<file path="src/logic/ids_defs.svh">
`ifndef IDS_DEFS_SVH
`define IDS_DEFS_SVH

// DFA state width, wide enough for any compiled pattern
`define IDS_STATE_W 11

// Stream id width and the number of streams it addresses
`define IDS_SID_W 6
`define IDS_NUM_STREAMS 64

// Packet match counter width
`define IDS_COUNT_W 16

// Beats buffered between framer and matcher
`define IDS_FIFO_DEPTH 16

// Control register byte offsets
`define IDS_REG_COUNT 4'h0
`define IDS_REG_EN_LO 4'h4
`define IDS_REG_EN_HI 4'h8

`endif

</file>
<file path="src/logic/ids_pkg.sv">
`include "ids_defs.svh"

package ids_pkg;

   // Header view of an ingress word
   typedef struct packed {
      logic [`IDS_SID_W-1:0] stream_id;
      logic                  new_stream;
      logic [7:0]            pad;
   } ingress_hdr_t;

   // Data view of an ingress word
   typedef struct packed {
      logic [7:0] character;
      logic       eop;
      logic [5:0] pad;
   } ingress_data_t;

   // One 15-bit ingress word, decoded by the separate is_hdr bit
   typedef union packed {
      ingress_hdr_t  hdr;
      ingress_data_t data;
   } ingress_word_u;

   // Beat from framer through FIFO to matcher
   typedef struct packed {
      logic                  load;
      logic                  new_stream;
      logic [`IDS_SID_W-1:0] stream_id;
      logic [7:0]            character;
      logic                  eop;
   } beat_t;

   // AXI4-Lite master to slave
   typedef struct packed {
      logic [3:0]  awaddr;
      logic        awvalid;
      logic [31:0] wdata;
      logic        wvalid;
      logic        bready;
      logic [3:0]  araddr;
      logic        arvalid;
      logic        rready;
   } axil_req_t;

   // AXI4-Lite slave to master
   typedef struct packed {
      logic        awready;
      logic        wready;
      logic [1:0]  bresp;
      logic        bvalid;
      logic        arready;
      logic [31:0] rdata;
      logic [1:0]  rresp;
      logic        rvalid;
   } axil_rsp_t;

endpackage

</file>
<file path="src/logic/passwd_dfa.sv">
`timescale 1ns/1ps
`include "ids_defs.svh"

module passwd_dfa (
   input  logic                    clk,
   input  logic                    rst_n,
   input  logic [7:0]              char_in,
   input  logic                    char_in_vld,
   input  logic [`IDS_STATE_W-1:0] state_in,
   input  logic                    state_in_vld,
   output logic [`IDS_STATE_W-1:0] state_out,
   output logic                    accept_out
);

   // Pattern characters, first at the top byte
   localparam logic [47:0] PATTERN = "passwd";

   logic [7:0] expect_char;

   // Character that extends the current partial match
   assign expect_char = PATTERN[47 - 8 * state_out[2:0] -: 8];

   always_ff @(posedge clk)
   begin
      if (!rst_n)
      begin
         state_out  <= '0;
         accept_out <= 1'b0;
      end
      else
      begin
         accept_out <= 1'b0;
         // A restored state wins over any character
         if (state_in_vld)
            state_out <= state_in;
         else if (char_in_vld)
         begin
            if (char_in == expect_char)
            begin
               if (state_out == `IDS_STATE_W'(5))
               begin
                  // Sixth character completes the pattern
                  state_out  <= '0;
                  accept_out <= 1'b1;
               end
               else
                  state_out <= state_out + 1'b1;
            end
            // No self-overlap, so only a 'p' keeps any progress
            else if (char_in == "p")
               state_out <= `IDS_STATE_W'(1);
            else
               state_out <= '0;
         end
      end
   end

endmodule

</file>
<file path="src/logic/pkt_framer.sv">
`timescale 1ns/1ps
`include "ids_defs.svh"

module pkt_framer
   import ids_pkg::*;
(
   input  logic          clk,
   input  logic          rst_n,
   input  logic          in_valid,
   output logic          in_ready,
   input  logic          in_is_hdr,
   input  ingress_word_u in_word,
   output logic          beat_valid,
   input  logic          beat_ready,
   output beat_t         beat
);

   localparam int CNT_W = 8;

   // Zero means no open packet, else one plus the data words seen
   logic [CNT_W-1:0]      word_cnt;
   logic [`IDS_SID_W-1:0] cur_sid;
   logic                  pkt_open;
   logic                  xfer;

   assign pkt_open = (word_cnt != '0);
   assign in_ready = beat_ready;
   assign xfer     = in_valid && in_ready;

   // Decode the word by its is_hdr bit
   always_comb
   begin
      beat = '0;
      if (in_is_hdr)
      begin
         beat.load       = 1'b1;
         beat.new_stream = in_word.hdr.new_stream;
         beat.stream_id  = in_word.hdr.stream_id;
      end
      else
      begin
         // Data beats carry the id of the packet they belong to
         beat.stream_id = cur_sid;
         beat.character = in_word.data.character;
         beat.eop       = in_word.data.eop;
      end
   end

   // Stray data words are consumed but never forwarded
   assign beat_valid = in_valid && (in_is_hdr || pkt_open);

   always_ff @(posedge clk)
   begin
      if (!rst_n)
      begin
         word_cnt <= '0;
      end
      else if (xfer && in_is_hdr)
      begin
         word_cnt <= 1;
      end
      else if (xfer && pkt_open)
      begin
         if (in_word.data.eop)
            word_cnt <= '0;
         // Saturate so a long packet stays open
         else if (word_cnt != {CNT_W{1'b1}})
            word_cnt <= word_cnt + 1'b1;
      end
   end

   // Stream id of the open packet
   always_ff @(posedge clk)
   begin
      if (xfer && in_is_hdr)
         cur_sid <= in_word.hdr.stream_id;
   end

endmodule

</file>
<file path="src/logic/beat_fifo.sv">
`timescale 1ns/1ps
`include "ids_defs.svh"

module beat_fifo
   import ids_pkg::*;
#(
   parameter int DEPTH = `IDS_FIFO_DEPTH
)
(
   input  logic  clk,
   input  logic  rst_n,
   input  logic  wr_valid,
   output logic  wr_ready,
   input  beat_t wr_beat,
   output logic  rd_valid,
   input  logic  rd_ready,
   output beat_t rd_beat
);

   localparam int PTR_W = (DEPTH > 1) ? $clog2(DEPTH) : 1;
   localparam int CNT_W = $clog2(DEPTH + 1);

   beat_t            mem [DEPTH];
   logic [PTR_W-1:0] wr_ptr;
   logic [PTR_W-1:0] rd_ptr;
   logic [CNT_W-1:0] count;
   logic [CNT_W-1:0] count_next;
   logic             push;
   logic             pop;

   assign push     = wr_valid && wr_ready;
   assign pop      = rd_valid && rd_ready;
   assign rd_valid = (count != '0);
   assign rd_beat  = mem[rd_ptr];

   // Simultaneous push and pop leave the occupancy unchanged
   assign count_next = count + CNT_W'(push) - CNT_W'(pop);

   always_ff @(posedge clk)
   begin
      if (!rst_n)
      begin
         wr_ptr   <= '0;
         rd_ptr   <= '0;
         count    <= '0;
         wr_ready <= 1'b0;
      end
      else
      begin
         count <= count_next;
         // Ready drops in the same cycle the buffer becomes full
         wr_ready <= (count_next != CNT_W'(DEPTH));
         if (push)
            wr_ptr <= (wr_ptr == PTR_W'(DEPTH - 1)) ? '0 : wr_ptr + 1'b1;
         if (pop)
            rd_ptr <= (rd_ptr == PTR_W'(DEPTH - 1)) ? '0 : rd_ptr + 1'b1;
      end
   end

   // Storage
   always_ff @(posedge clk)
   begin
      if (push)
         mem[wr_ptr] <= wr_beat;
   end

endmodule

</file>
<file path="src/logic/stream_match_counter.sv">
`timescale 1ns/1ps
`include "ids_defs.svh"

module stream_match_counter
   import ids_pkg::*;
(
   input  logic                        clk,
   input  logic                        rst_n,
   input  logic                        beat_valid,
   output logic                        beat_ready,
   input  beat_t                       beat,
   input  logic [`IDS_NUM_STREAMS-1:0] en_mask,
   output logic [`IDS_COUNT_W-1:0]     match_count
);

   // Saved DFA state per stream
   logic [`IDS_STATE_W-1:0] state_mem [`IDS_NUM_STREAMS];

   logic [`IDS_STATE_W-1:0] state_in;
   logic                    state_in_vld;
   logic [`IDS_STATE_W-1:0] state_out;
   logic                    accept_out;
   logic [`IDS_SID_W-1:0]   cur_sid;
   logic                    spec_match;
   logic                    fin1_q;
   logic                    fin2_q;
   logic                    take;
   logic                    save_en;

   // Stall while a state loads or a packet finalizes
   assign beat_ready = !(state_in_vld || fin1_q || fin2_q);
   assign take       = beat_valid && beat_ready;
   assign save_en    = fin2_q && en_mask[cur_sid];

   always_ff @(posedge clk)
   begin
      if (!rst_n)
      begin
         state_in_vld <= 1'b0;
         fin1_q       <= 1'b0;
         fin2_q       <= 1'b0;
         spec_match   <= 1'b0;
         match_count  <= '0;
      end
      else
      begin
         state_in_vld <= take && beat.load;
         // First cycle sees the accept of the last character
         fin1_q <= take && beat.eop;
         fin2_q <= fin1_q;
         // Fresh flag for each packet
         if (take && beat.load)
            spec_match <= 1'b0;
         if (accept_out)
            spec_match <= 1'b1;
         // Finalize the packet on enabled streams only
         if (fin2_q)
         begin
            if (en_mask[cur_sid])
               match_count <= match_count + `IDS_COUNT_W'(spec_match);
            else
               spec_match <= 1'b0;
         end
      end
   end

   // Restore value for the DFA, zero for a stream never seen
   always_ff @(posedge clk)
   begin
      if (take && beat.load)
      begin
         cur_sid  <= beat.stream_id;
         state_in <= beat.new_stream ? '0 : state_mem[beat.stream_id];
      end
   end

   // State survives to the next packet of the stream
   always_ff @(posedge clk)
   begin
      if (save_en)
         state_mem[cur_sid] <= state_out;
   end

   passwd_dfa passwd_dfa_i (
      .clk          (clk),
      .rst_n        (rst_n),
      .char_in      (beat.character),
      .char_in_vld  (take && !beat.load),
      .state_in     (state_in),
      .state_in_vld (state_in_vld),
      .state_out    (state_out),
      .accept_out   (accept_out)
   );

endmodule

</file>
<file path="src/logic/ids_csr.sv">
`timescale 1ns/1ps
`include "ids_defs.svh"

module ids_csr
   import ids_pkg::*;
(
   input  logic                        clk,
   input  logic                        rst_n,
   input  axil_req_t                   host_req,
   output axil_rsp_t                   host_rsp,
   input  logic [`IDS_COUNT_W-1:0]     match_count,
   output logic [`IDS_NUM_STREAMS-1:0] en_mask
);

   localparam logic [1:0] RESP_OKAY   = 2'b00;
   localparam logic [1:0] RESP_SLVERR = 2'b10;

   logic        bvalid_q;
   logic [1:0]  bresp_q;
   logic        rvalid_q;
   logic [1:0]  rresp_q;
   logic [31:0] rdata_q;
   logic        wr_fire;
   logic        rd_fire;
   logic        wr_hit;
   logic [31:0] rd_data;
   logic        rd_hit;

   // Address and data taken together, one write in flight
   assign wr_fire = host_req.awvalid && host_req.wvalid && !bvalid_q;
   assign rd_fire = host_req.arvalid && !rvalid_q;
   assign wr_hit  = (host_req.awaddr == `IDS_REG_EN_LO) ||
                    (host_req.awaddr == `IDS_REG_EN_HI);

   // Read decode
   always_comb
   begin
      rd_data = '0;
      rd_hit  = 1'b1;
      case (host_req.araddr)
         `IDS_REG_COUNT: rd_data = {{(32 - `IDS_COUNT_W){1'b0}}, match_count};
         `IDS_REG_EN_LO: rd_data = en_mask[31:0];
         `IDS_REG_EN_HI: rd_data = en_mask[63:32];
         default:        rd_hit  = 1'b0;
      endcase
   end

   always_ff @(posedge clk)
   begin
      if (!rst_n)
      begin
         bvalid_q <= 1'b0;
         rvalid_q <= 1'b0;
         en_mask  <= '0;
      end
      else
      begin
         // Write channel
         if (wr_fire)
         begin
            bvalid_q <= 1'b1;
            if (host_req.awaddr == `IDS_REG_EN_LO)
               en_mask[31:0] <= host_req.wdata;
            if (host_req.awaddr == `IDS_REG_EN_HI)
               en_mask[63:32] <= host_req.wdata;
         end
         else if (host_req.bready)
            bvalid_q <= 1'b0;
         // Read channel
         if (rd_fire)
            rvalid_q <= 1'b1;
         else if (host_req.rready)
            rvalid_q <= 1'b0;
      end
   end

   // Response payload
   always_ff @(posedge clk)
   begin
      if (wr_fire)
         bresp_q <= wr_hit ? RESP_OKAY : RESP_SLVERR;
      if (rd_fire)
      begin
         rdata_q <= rd_data;
         rresp_q <= rd_hit ? RESP_OKAY : RESP_SLVERR;
      end
   end

   always_comb
   begin
      host_rsp         = '0;
      host_rsp.awready = wr_fire;
      host_rsp.wready  = wr_fire;
      host_rsp.bvalid  = bvalid_q;
      host_rsp.bresp   = bresp_q;
      host_rsp.arready = !rvalid_q;
      host_rsp.rvalid  = rvalid_q;
      host_rsp.rdata   = rdata_q;
      host_rsp.rresp   = rresp_q;
   end

endmodule

</file>
<file path="src/logic/ids_top.sv">
`timescale 1ns/1ps
`include "ids_defs.svh"

module ids_top
   import ids_pkg::*;
(
   input  logic          clk,
   input  logic          rst_n,
   input  logic          in_valid,
   output logic          in_ready,
   input  logic          in_is_hdr,
   input  ingress_word_u in_word,
   input  axil_req_t     host_req,
   output axil_rsp_t     host_rsp
);

   // Framer to FIFO
   logic  fr_valid;
   logic  fr_ready;
   beat_t fr_beat;

   // FIFO to matcher
   logic  mt_valid;
   logic  mt_ready;
   beat_t mt_beat;

   logic [`IDS_NUM_STREAMS-1:0] en_mask;
   logic [`IDS_COUNT_W-1:0]     match_count;

   pkt_framer pkt_framer_i (
      .clk        (clk),
      .rst_n      (rst_n),
      .in_valid   (in_valid),
      .in_ready   (in_ready),
      .in_is_hdr  (in_is_hdr),
      .in_word    (in_word),
      .beat_valid (fr_valid),
      .beat_ready (fr_ready),
      .beat       (fr_beat)
   );

   beat_fifo #(
      .DEPTH (`IDS_FIFO_DEPTH)
   ) beat_fifo_i (
      .clk      (clk),
      .rst_n    (rst_n),
      .wr_valid (fr_valid),
      .wr_ready (fr_ready),
      .wr_beat  (fr_beat),
      .rd_valid (mt_valid),
      .rd_ready (mt_ready),
      .rd_beat  (mt_beat)
   );

   stream_match_counter stream_match_counter_i (
      .clk         (clk),
      .rst_n       (rst_n),
      .beat_valid  (mt_valid),
      .beat_ready  (mt_ready),
      .beat        (mt_beat),
      .en_mask     (en_mask),
      .match_count (match_count)
   );

   ids_csr ids_csr_i (
      .clk         (clk),
      .rst_n       (rst_n),
      .host_req    (host_req),
      .host_rsp    (host_rsp),
      .match_count (match_count),
      .en_mask     (en_mask)
   );

endmodule

</file>
<file path="config.mk">
export PLATFORM = sky130hd
export DESIGN_NAME = ids_top
export DESIGN_NICKNAME = d
export VERILOG_FILES = /design/src/logic/ids_pkg.sv /design/src/logic/passwd_dfa.sv /design/src/logic/pkt_framer.sv /design/src/logic/beat_fifo.sv /design/src/logic/stream_match_counter.sv /design/src/logic/ids_csr.sv /design/src/logic/ids_top.sv
export VERILOG_INCLUDE_DIRS = /design/src /design/src/logic
export SDC_FILE = /design/constraint.sdc
export NUM_CORES = 2
export LEC_CHECK = 0
export ABC_AREA = 1
export BUFFER_PORTS_ARGS = -buffer_cell sky130_fd_sc_hd__buf_2
export CAP_MARGIN = 5
export CELL_PAD_IN_SITES_DETAIL_PLACEMENT = 0
export CELL_PAD_IN_SITES_GLOBAL_PLACEMENT = 1
export CORE_MARGIN = 3
export CORE_UTILIZATION = 45
export CTS_BUF_LIST = sky130_fd_sc_hd__clkbuf_16
export DETAILED_ROUTE_END_ITERATION = 10
export PLACE_DENSITY = 0.83
export SLEW_MARGIN = 15
export SYNTH_ARGS = -nofsm -noshare
export SYNTH_HDL_FRONTEND = slang
export SYNTH_SLANG_ARGS = --single-unit
</file>
<file path="constraint.sdc">
create_clock -name clk -period 2.9 [get_ports clk]
set_input_delay 0.435 -clock clk [delete_from_list [all_inputs] [get_ports clk]]
set_output_delay 0.435 -clock clk [all_outputs]
set_load 0.05 [all_outputs]
</file>
==> Word-level counts from Yosys, hierarchy flattened <==
Memories as Yosys holds them, arrays and structs flattened. A register that Yosys moved wholly into a read port is not among the register bits.
Cells that the tools add are included.
Widths: inputs -> output; s select.
{ "classes": {"eq_ne": 11, "reduce_logical": 38, "add_sub_neg": 8, "mul": 0, "div": 0, "n_lt_le_gt_ge": 1, "n_mux": 35, "n_bitwise": 3, "n_shift": 1} }
{ "ops": {"columns": ["cell", "count"], "rows": [
  ["$pmux 32 s3", 1],
  ["$shiftx 55x33->8 const A", 1],
  ["$mux 11", 4],
  ["$mux 1", 18],
  ["$add 16x1->16", 1],
  ["$eq 4x4->1 const B", 4],
  ["$mux 4", 4],
  ["$mux 8", 2],
  ["$logic_and 1x1->1", 13],
  ["$add 11x1->11 const B", 1],
  ["$eq 11x3->1 const B", 1],
  ["$reduce_and 2->1", 5],
  ["$reduce_bool 2->1", 5],
  ["$mux 9", 1],
  ["$add 4x1->4 const B", 2],
  ["$add 8x1->8 const B", 1],
  ["$eq 4x3->1 const B", 2],
  ["$eq 8x7->1 const B", 1],
  ["$eq 8x8->1", 1],
  ["$ne 8x8->1 const B", 1],
  ["$reduce_bool 8->1", 1],
  ["$lt 6x7->1 const B", 1],
  ["$sub 6x6->7 const A", 1],
  ["$bmux 1 s6", 1],
  ["other kinds (14)", 24]
]} }
{ "totals": {"ff_bits": 168, "output_inout_bits": 42, "latchBits": 0, "ramBits": 976, "romBits": 0, "elab_cells": 121, "memories": 2} }
{ "mem_list": {"columns": ["name", "depth", "word_bits", "rd", "rd_clocked_by_memory_dff", "write_ports", "line_no", "rtl"], "rows": [
  ["stream_match_counter_i.state_mem", 64, 11, 1, 1, 1, "stream_match_counter.sv:17", "logic [`IDS_STATE_W-1:0] state_mem [`IDS_NUM_STREAMS];"],
  ["beat_fifo_i.mem", 16, 17, 1, 1, 1, "beat_fifo.sv:23", "beat_t mem [DEPTH];"]
]} }

==> Logic depth before layout (Yosys ltp) <==
{ "depth": {"word_depth": 9, "depth_mapped": 18, "depth_no_buf": 16} }

==> Cells and area by module <==
From an unflattened synthesis, not the netlist that was laid out.
{ "unflattened": {"hier_cells": 4609, "hier_area_um2": 49284.8} }
{ "by_module_without_submodules": {"columns": ["mod", "n_inst", "area_each_um2", "cells_each"], "rows": [
  ["stream_match_counter", 1, 30514.3, 2569],
  ["beat_fifo", 1, 12216.7, 1138],
  ["ids_csr", 1, 4459.3, 581],
  ["passwd_dfa", 1, 1126.1, 179],
  ["pkt_framer", 1, 968.4, 142]
]} }

==> Worst setup path before layout <==
Ideal clock, no wire load.
{ "synth_timing": {"path_type": "register -> register", "start": "register beat_fifo_i.wr_ready", "end": "memory beat_fifo_i.mem[7][0] (netlist name), enable pin", "synth_period_minus_slack_ps": 3021, "required_ps": 2487, "n_path_buf": 0, "setup_time_ps": 413, "t_arrival_ps": 2608, "path_slack_ps": -121, "stages_incl_launch_ff": 9, "cell_sequence": "dfxtp_1 nand2_1 inv_1 nand2_1 inv_1 nor2_1 inv_1 nand2_1 nor3_1"} }
{ "synth_between": {"elab_chain_len": 3} }
{ "synth_lines": {"columns": ["item", "line_no", "rtl"], "rows": [
  ["start, declared", "beat_fifo.sv:13", "output logic wr_ready,"],
  ["start signal, assigned", "beat_fifo.sv:52", "wr_ready <= (count_next != CNT_W'(DEPTH));"],
  ["$logic_and 1x1->1", "beat_fifo.sv:31", "assign push = wr_valid && wr_ready;"],
  ["net beat_fifo_i.push", "beat_fifo.sv:28", "logic push;"],
  ["$mux 1", "beat_fifo.sv:63", "if (push)"],
  ["$mux 1 (implied by the code)", "beat_fifo.sv:64", "mem[wr_ptr] <= wr_beat;"],
  ["end, declared", "beat_fifo.sv:23", null]
]} }
The timed path passes the listed nets, and every way through them passes these cells.

==> results.tsv <==
stage	metric	value	unit
grt	GRT Total Usage	22.8	%
worst_setup_path	WP data arrival	3.30	ns
sta	setup TNS	0	ns
layout	final cell count without fillers	6406	
drt	post-route ant nets	0	
sta	Fmax	349	MHz
layout	P&R area growth vs syn	18.4	%
drt	DR iter-0 viols	4094	
die	die area	115000	um^2
sta	Final Slew Violations	0	
drt	final WL	138000	um
sta	RSZ-0062 raised after global routing	true	
worst_setup_path	Buffers & Inverters on Critical Path	4	
sta	Worst Clk Skew	0.0480	ns
worst_setup_path	CP Class	flop to flop	
placed_design	pre-CTS setup slack	-0.367	ns
clock_network	Max clock buf depth	3	
clock_network	H-tree Lvls	3	
synth	synthesized cell area	49900	um^2
sta	Final Setup Violations	0	
power_and_ir_drop	overall power	0.0551	W
synth	EDFF count, synth	1033	
die	# rows	121	
worst_setup_path	WP depth	15	
die	core outline area	109000	um^2
worst_setup_path	crit path cell chain	buf_8, nand2_1, nand3_1, nand3_1, nand3_4, buf_12, buf_12, bufbuf_16, nand3b_1, nand3_1, nand3_1, nand3_1, nand3_1, nand3_1, a21oi_2	
worst_setup_path	Critical Path RT	3.33	ns
drt	First-pass DRT Iterations	5	
worst_setup_path	crit start category	flop	
power_and_ir_drop	leakage power	22.2	nW
sta	Hold Fails Final Rpt	0	
worst_setup_path	Register-to-Register Setup Slack	0.03	ns
worst_setup_path	worst-path fanout max	19	
synth	cells after synthesis	4556	
sta	Max-slew headroom	24.4	%
die	Die W	339	um
worst_setup_path	Setup crit end	stream_match_counter_i.state_in[2]	
job	max-cap violations	0	
clock_network	TritonCTS buffer count	114	
sta	minimum clock period	2.87	ns
synth	sequential cell area fraction in the yosys report	67.1	%
placed_design	placed wire-length estimate	80700	um
layout	share of layout cells above drive strength 1	14.5	%
layout	net count reported at finish	4916	
synth	top cells by count, synth	edfxtp_1 (1033), nand3_1 (726), nand2_1 (690), inv_1 (513), nor2_1 (320)	
grt	first-pass GRT wire length	202000	um
synth	Synth cell types	42	
clock_network	Clock Latency Late Sink	0.71	ns
drt	vias	35253	
die	die height	339	um
sta	Setup WS post-layout	0.0340	ns
grt	largest net degree at the start of global routing	97	
synth	Synth area leaders	edfxtp_1 (62%), nand3_1 (7.3%), nand2_1 (5.2%)	
drt	WL per Instance	21.5	um
synth	register bit total from synthesis	1157	
die	Starting Density	45.6	%
sta	Worst Tran Pin Value	1.13	ns
placed_design	DP Cell Count	6107	
die	# IOs	106	
clock_network	CTS tree	yes	
grt	vias in the first global route	33566	
worst_setup_path	slowest stage delay, CP	0.42	ns
synth	Yosys top cell by area	edfxtp_1	
synth	Async S/R FF share, synth	0	%
clock_network	clk sinks	1157	
layout	diodes inserted	0	
power_and_ir_drop	P per Cell Area	931	nW/um^2
power_and_ir_drop	Max IR drop VDD	0.000610	V
grt	aggregate global routing overflow	0	
worst_setup_path	RR Endpoint	stream_match_counter_i.state_in[2]	
worst_setup_path	R2R cell count	15	
min_path	Hold WC Path Type	input port to flop	
worst_setup_path	delay-heaviest family, CP	simple AND/OR/NAND/NOR gates	
synth	Synth Warn #	0	
grt	initial antenna violation count	1	
synth	syn avg cell area	11.0	um^2
synth	most common cell in the netlist	edfxtp_1	
synth	post-synth top area share	62.1	%
placed_design	input/output buffers	97	
clock_network	clock transition at the registers of the reported paths	0.06	ns
min_path	WHS Path Cells	3	
placed_design	RD Place Congestion	0.878	
synth	Post-synth top flop	edfxtp_1	
worst_setup_path	Worst setup EP type	flop	
worst_setup_path	Worst path slowest cell	dfxtp_4	
drt	DRC viols	0	
clock_network	root buf cell	clkbuf_16	
drt	DR vias/cell	5.50	
worst_setup_path	most used cell, CP	nand3_1	
outcome	run status	complete, no violations	
sta	fin crit share	98.8	%
layout	fin util	54.0	%
[how the worst min path moves through the flow]
stage | startpoint | end | slack [ns]
finish | host_req[18] | ids_csr_i.en_mask[42] | 0.04
global route | host_req[0] | ids_csr_i.rvalid_q | 0.03
CTS | host_req[18] | ids_csr_i.en_mask[42] | 0.001
detailed placement | stream_match_counter_i.fin1_q | stream_match_counter_i.fin2_q | 0.42
global placement | stream_match_counter_i.fin1_q | stream_match_counter_i.fin2_q | 0.42
floorplan | stream_match_counter_i.fin1_q | stream_match_counter_i.fin2_q | 0.41
[final cells by class]
type	instances	area [um^2]
Clock buffer	116	2900
Clock inverter	99	811
Timing Repair Buffer	431	4290
Tap cell	1476	1850
Fill cell	9108	50300
Multi-Input combinational cell	2604	13800
Inverter	523	1990
Sequential cell	1157	33500
[where the power goes]
group          total (W)  switching, W  internal (W)
clock network     0.0145       0.00634       0.00818
registers         0.0196      0.000333        0.0193
logic             0.0210        0.0138       0.00716
total             0.0551        0.0205        0.0346
[what timing repair did]
item	CTS	global route
resized for setup	93	102
pin swaps	3	20
buffers inserted	8	28
hold buffers	25	0
endpoints found under the hold margin	31	0
setup endpoints to repair	713	720
gates cloned	6	17
[per-layer routing]
| metal | part of all wire (%) | track usage [%] | wire, um |
|---|---|---|---|
| met3 | 9.4 | 3.92 | 13000 |
| met4 | 2.9 | 6.80 | 3960 |
| met2 | 47 | 36.4 | 64500 |
| met1 | 41 | 32.3 | 56200 |
| met5 | 0.0094 | 0 | 13 |
[worst min-delay path, stage by stage]
cell and delay [ns]:
buf_2 0.09, o21ai_0 0.07, a21oi_1 0.10
[placed cells by master, fill, tap and decap left out, drive strengths merged, types with 4 or more instances in the layout]
cell,netlist,layout
edfxtp,1033,1033
nand3,728,728
nand2,694,696
inv,522,540
buf,192,393
nor2,320,322
nand3b,277,277
o21ai,210,210
clkbuf,85,125
dfxtp,124,124
a21oi,118,118
clkinv,1,64
o211ai,51,51
o22ai,40,40
o221ai,34,34
dlygate4sd3,0,25
nor3,23,23
ha,20,20
nand4,17,17
xor2,14,14
bufinv,0,10
nor4,8,8
xnor2,8,8
clkinvlp,0,8
a22oi,7,7
o21a,5,5
or2,5,5
a22o,4,4
nor3b,4,4
bufbuf,0,4
[state kept, by name, indices dropped and copies added, names as in the netlist, 4 cells and up, named ones only]
name	cells
ids_csr_i.en_mask	64
stream_match_counter_i.passwd_dfa_i.state_out	11
pkt_framer_i.word_cnt	8
stream_match_counter_i.state_in	11
stream_match_counter_i.cur_sid	6
pkt_framer_i.cur_sid	6
beat_fifo_i.wr_ptr	4
stream_match_counter_i.match_count	16
beat_fifo_i.rd_ptr	4
beat_fifo_i.count	5
beat_fifo_i.mem	272
stream_match_counter_i.state_mem	704
ids_csr_i.rdata_q	32
[stage by stage]
step                      cell area (um^2)  hold WS (ns)
after floorplan                      49900         0.408
after global placement               53500         0.421
after detailed placement             53500         0.421
after CTS                            58100      0.000973
after global routing                 59100        0.0315
final                                59100        0.0351
[logic make-up after synthesis]
kind of cell	Yosys count	synth area share, %
adder cells (fa/ha/maj)	21	0.541
buffers and inverters	800	6.63
AND/OR/NAND/NOR	2076	19.8
flip-flops	1157	67.1
other	1	0.00751
AO/OA/AOI/OAI	479	5.56
XOR/XNOR	22	0.386
Note: power is estimated with default switching activity, not from simulation.
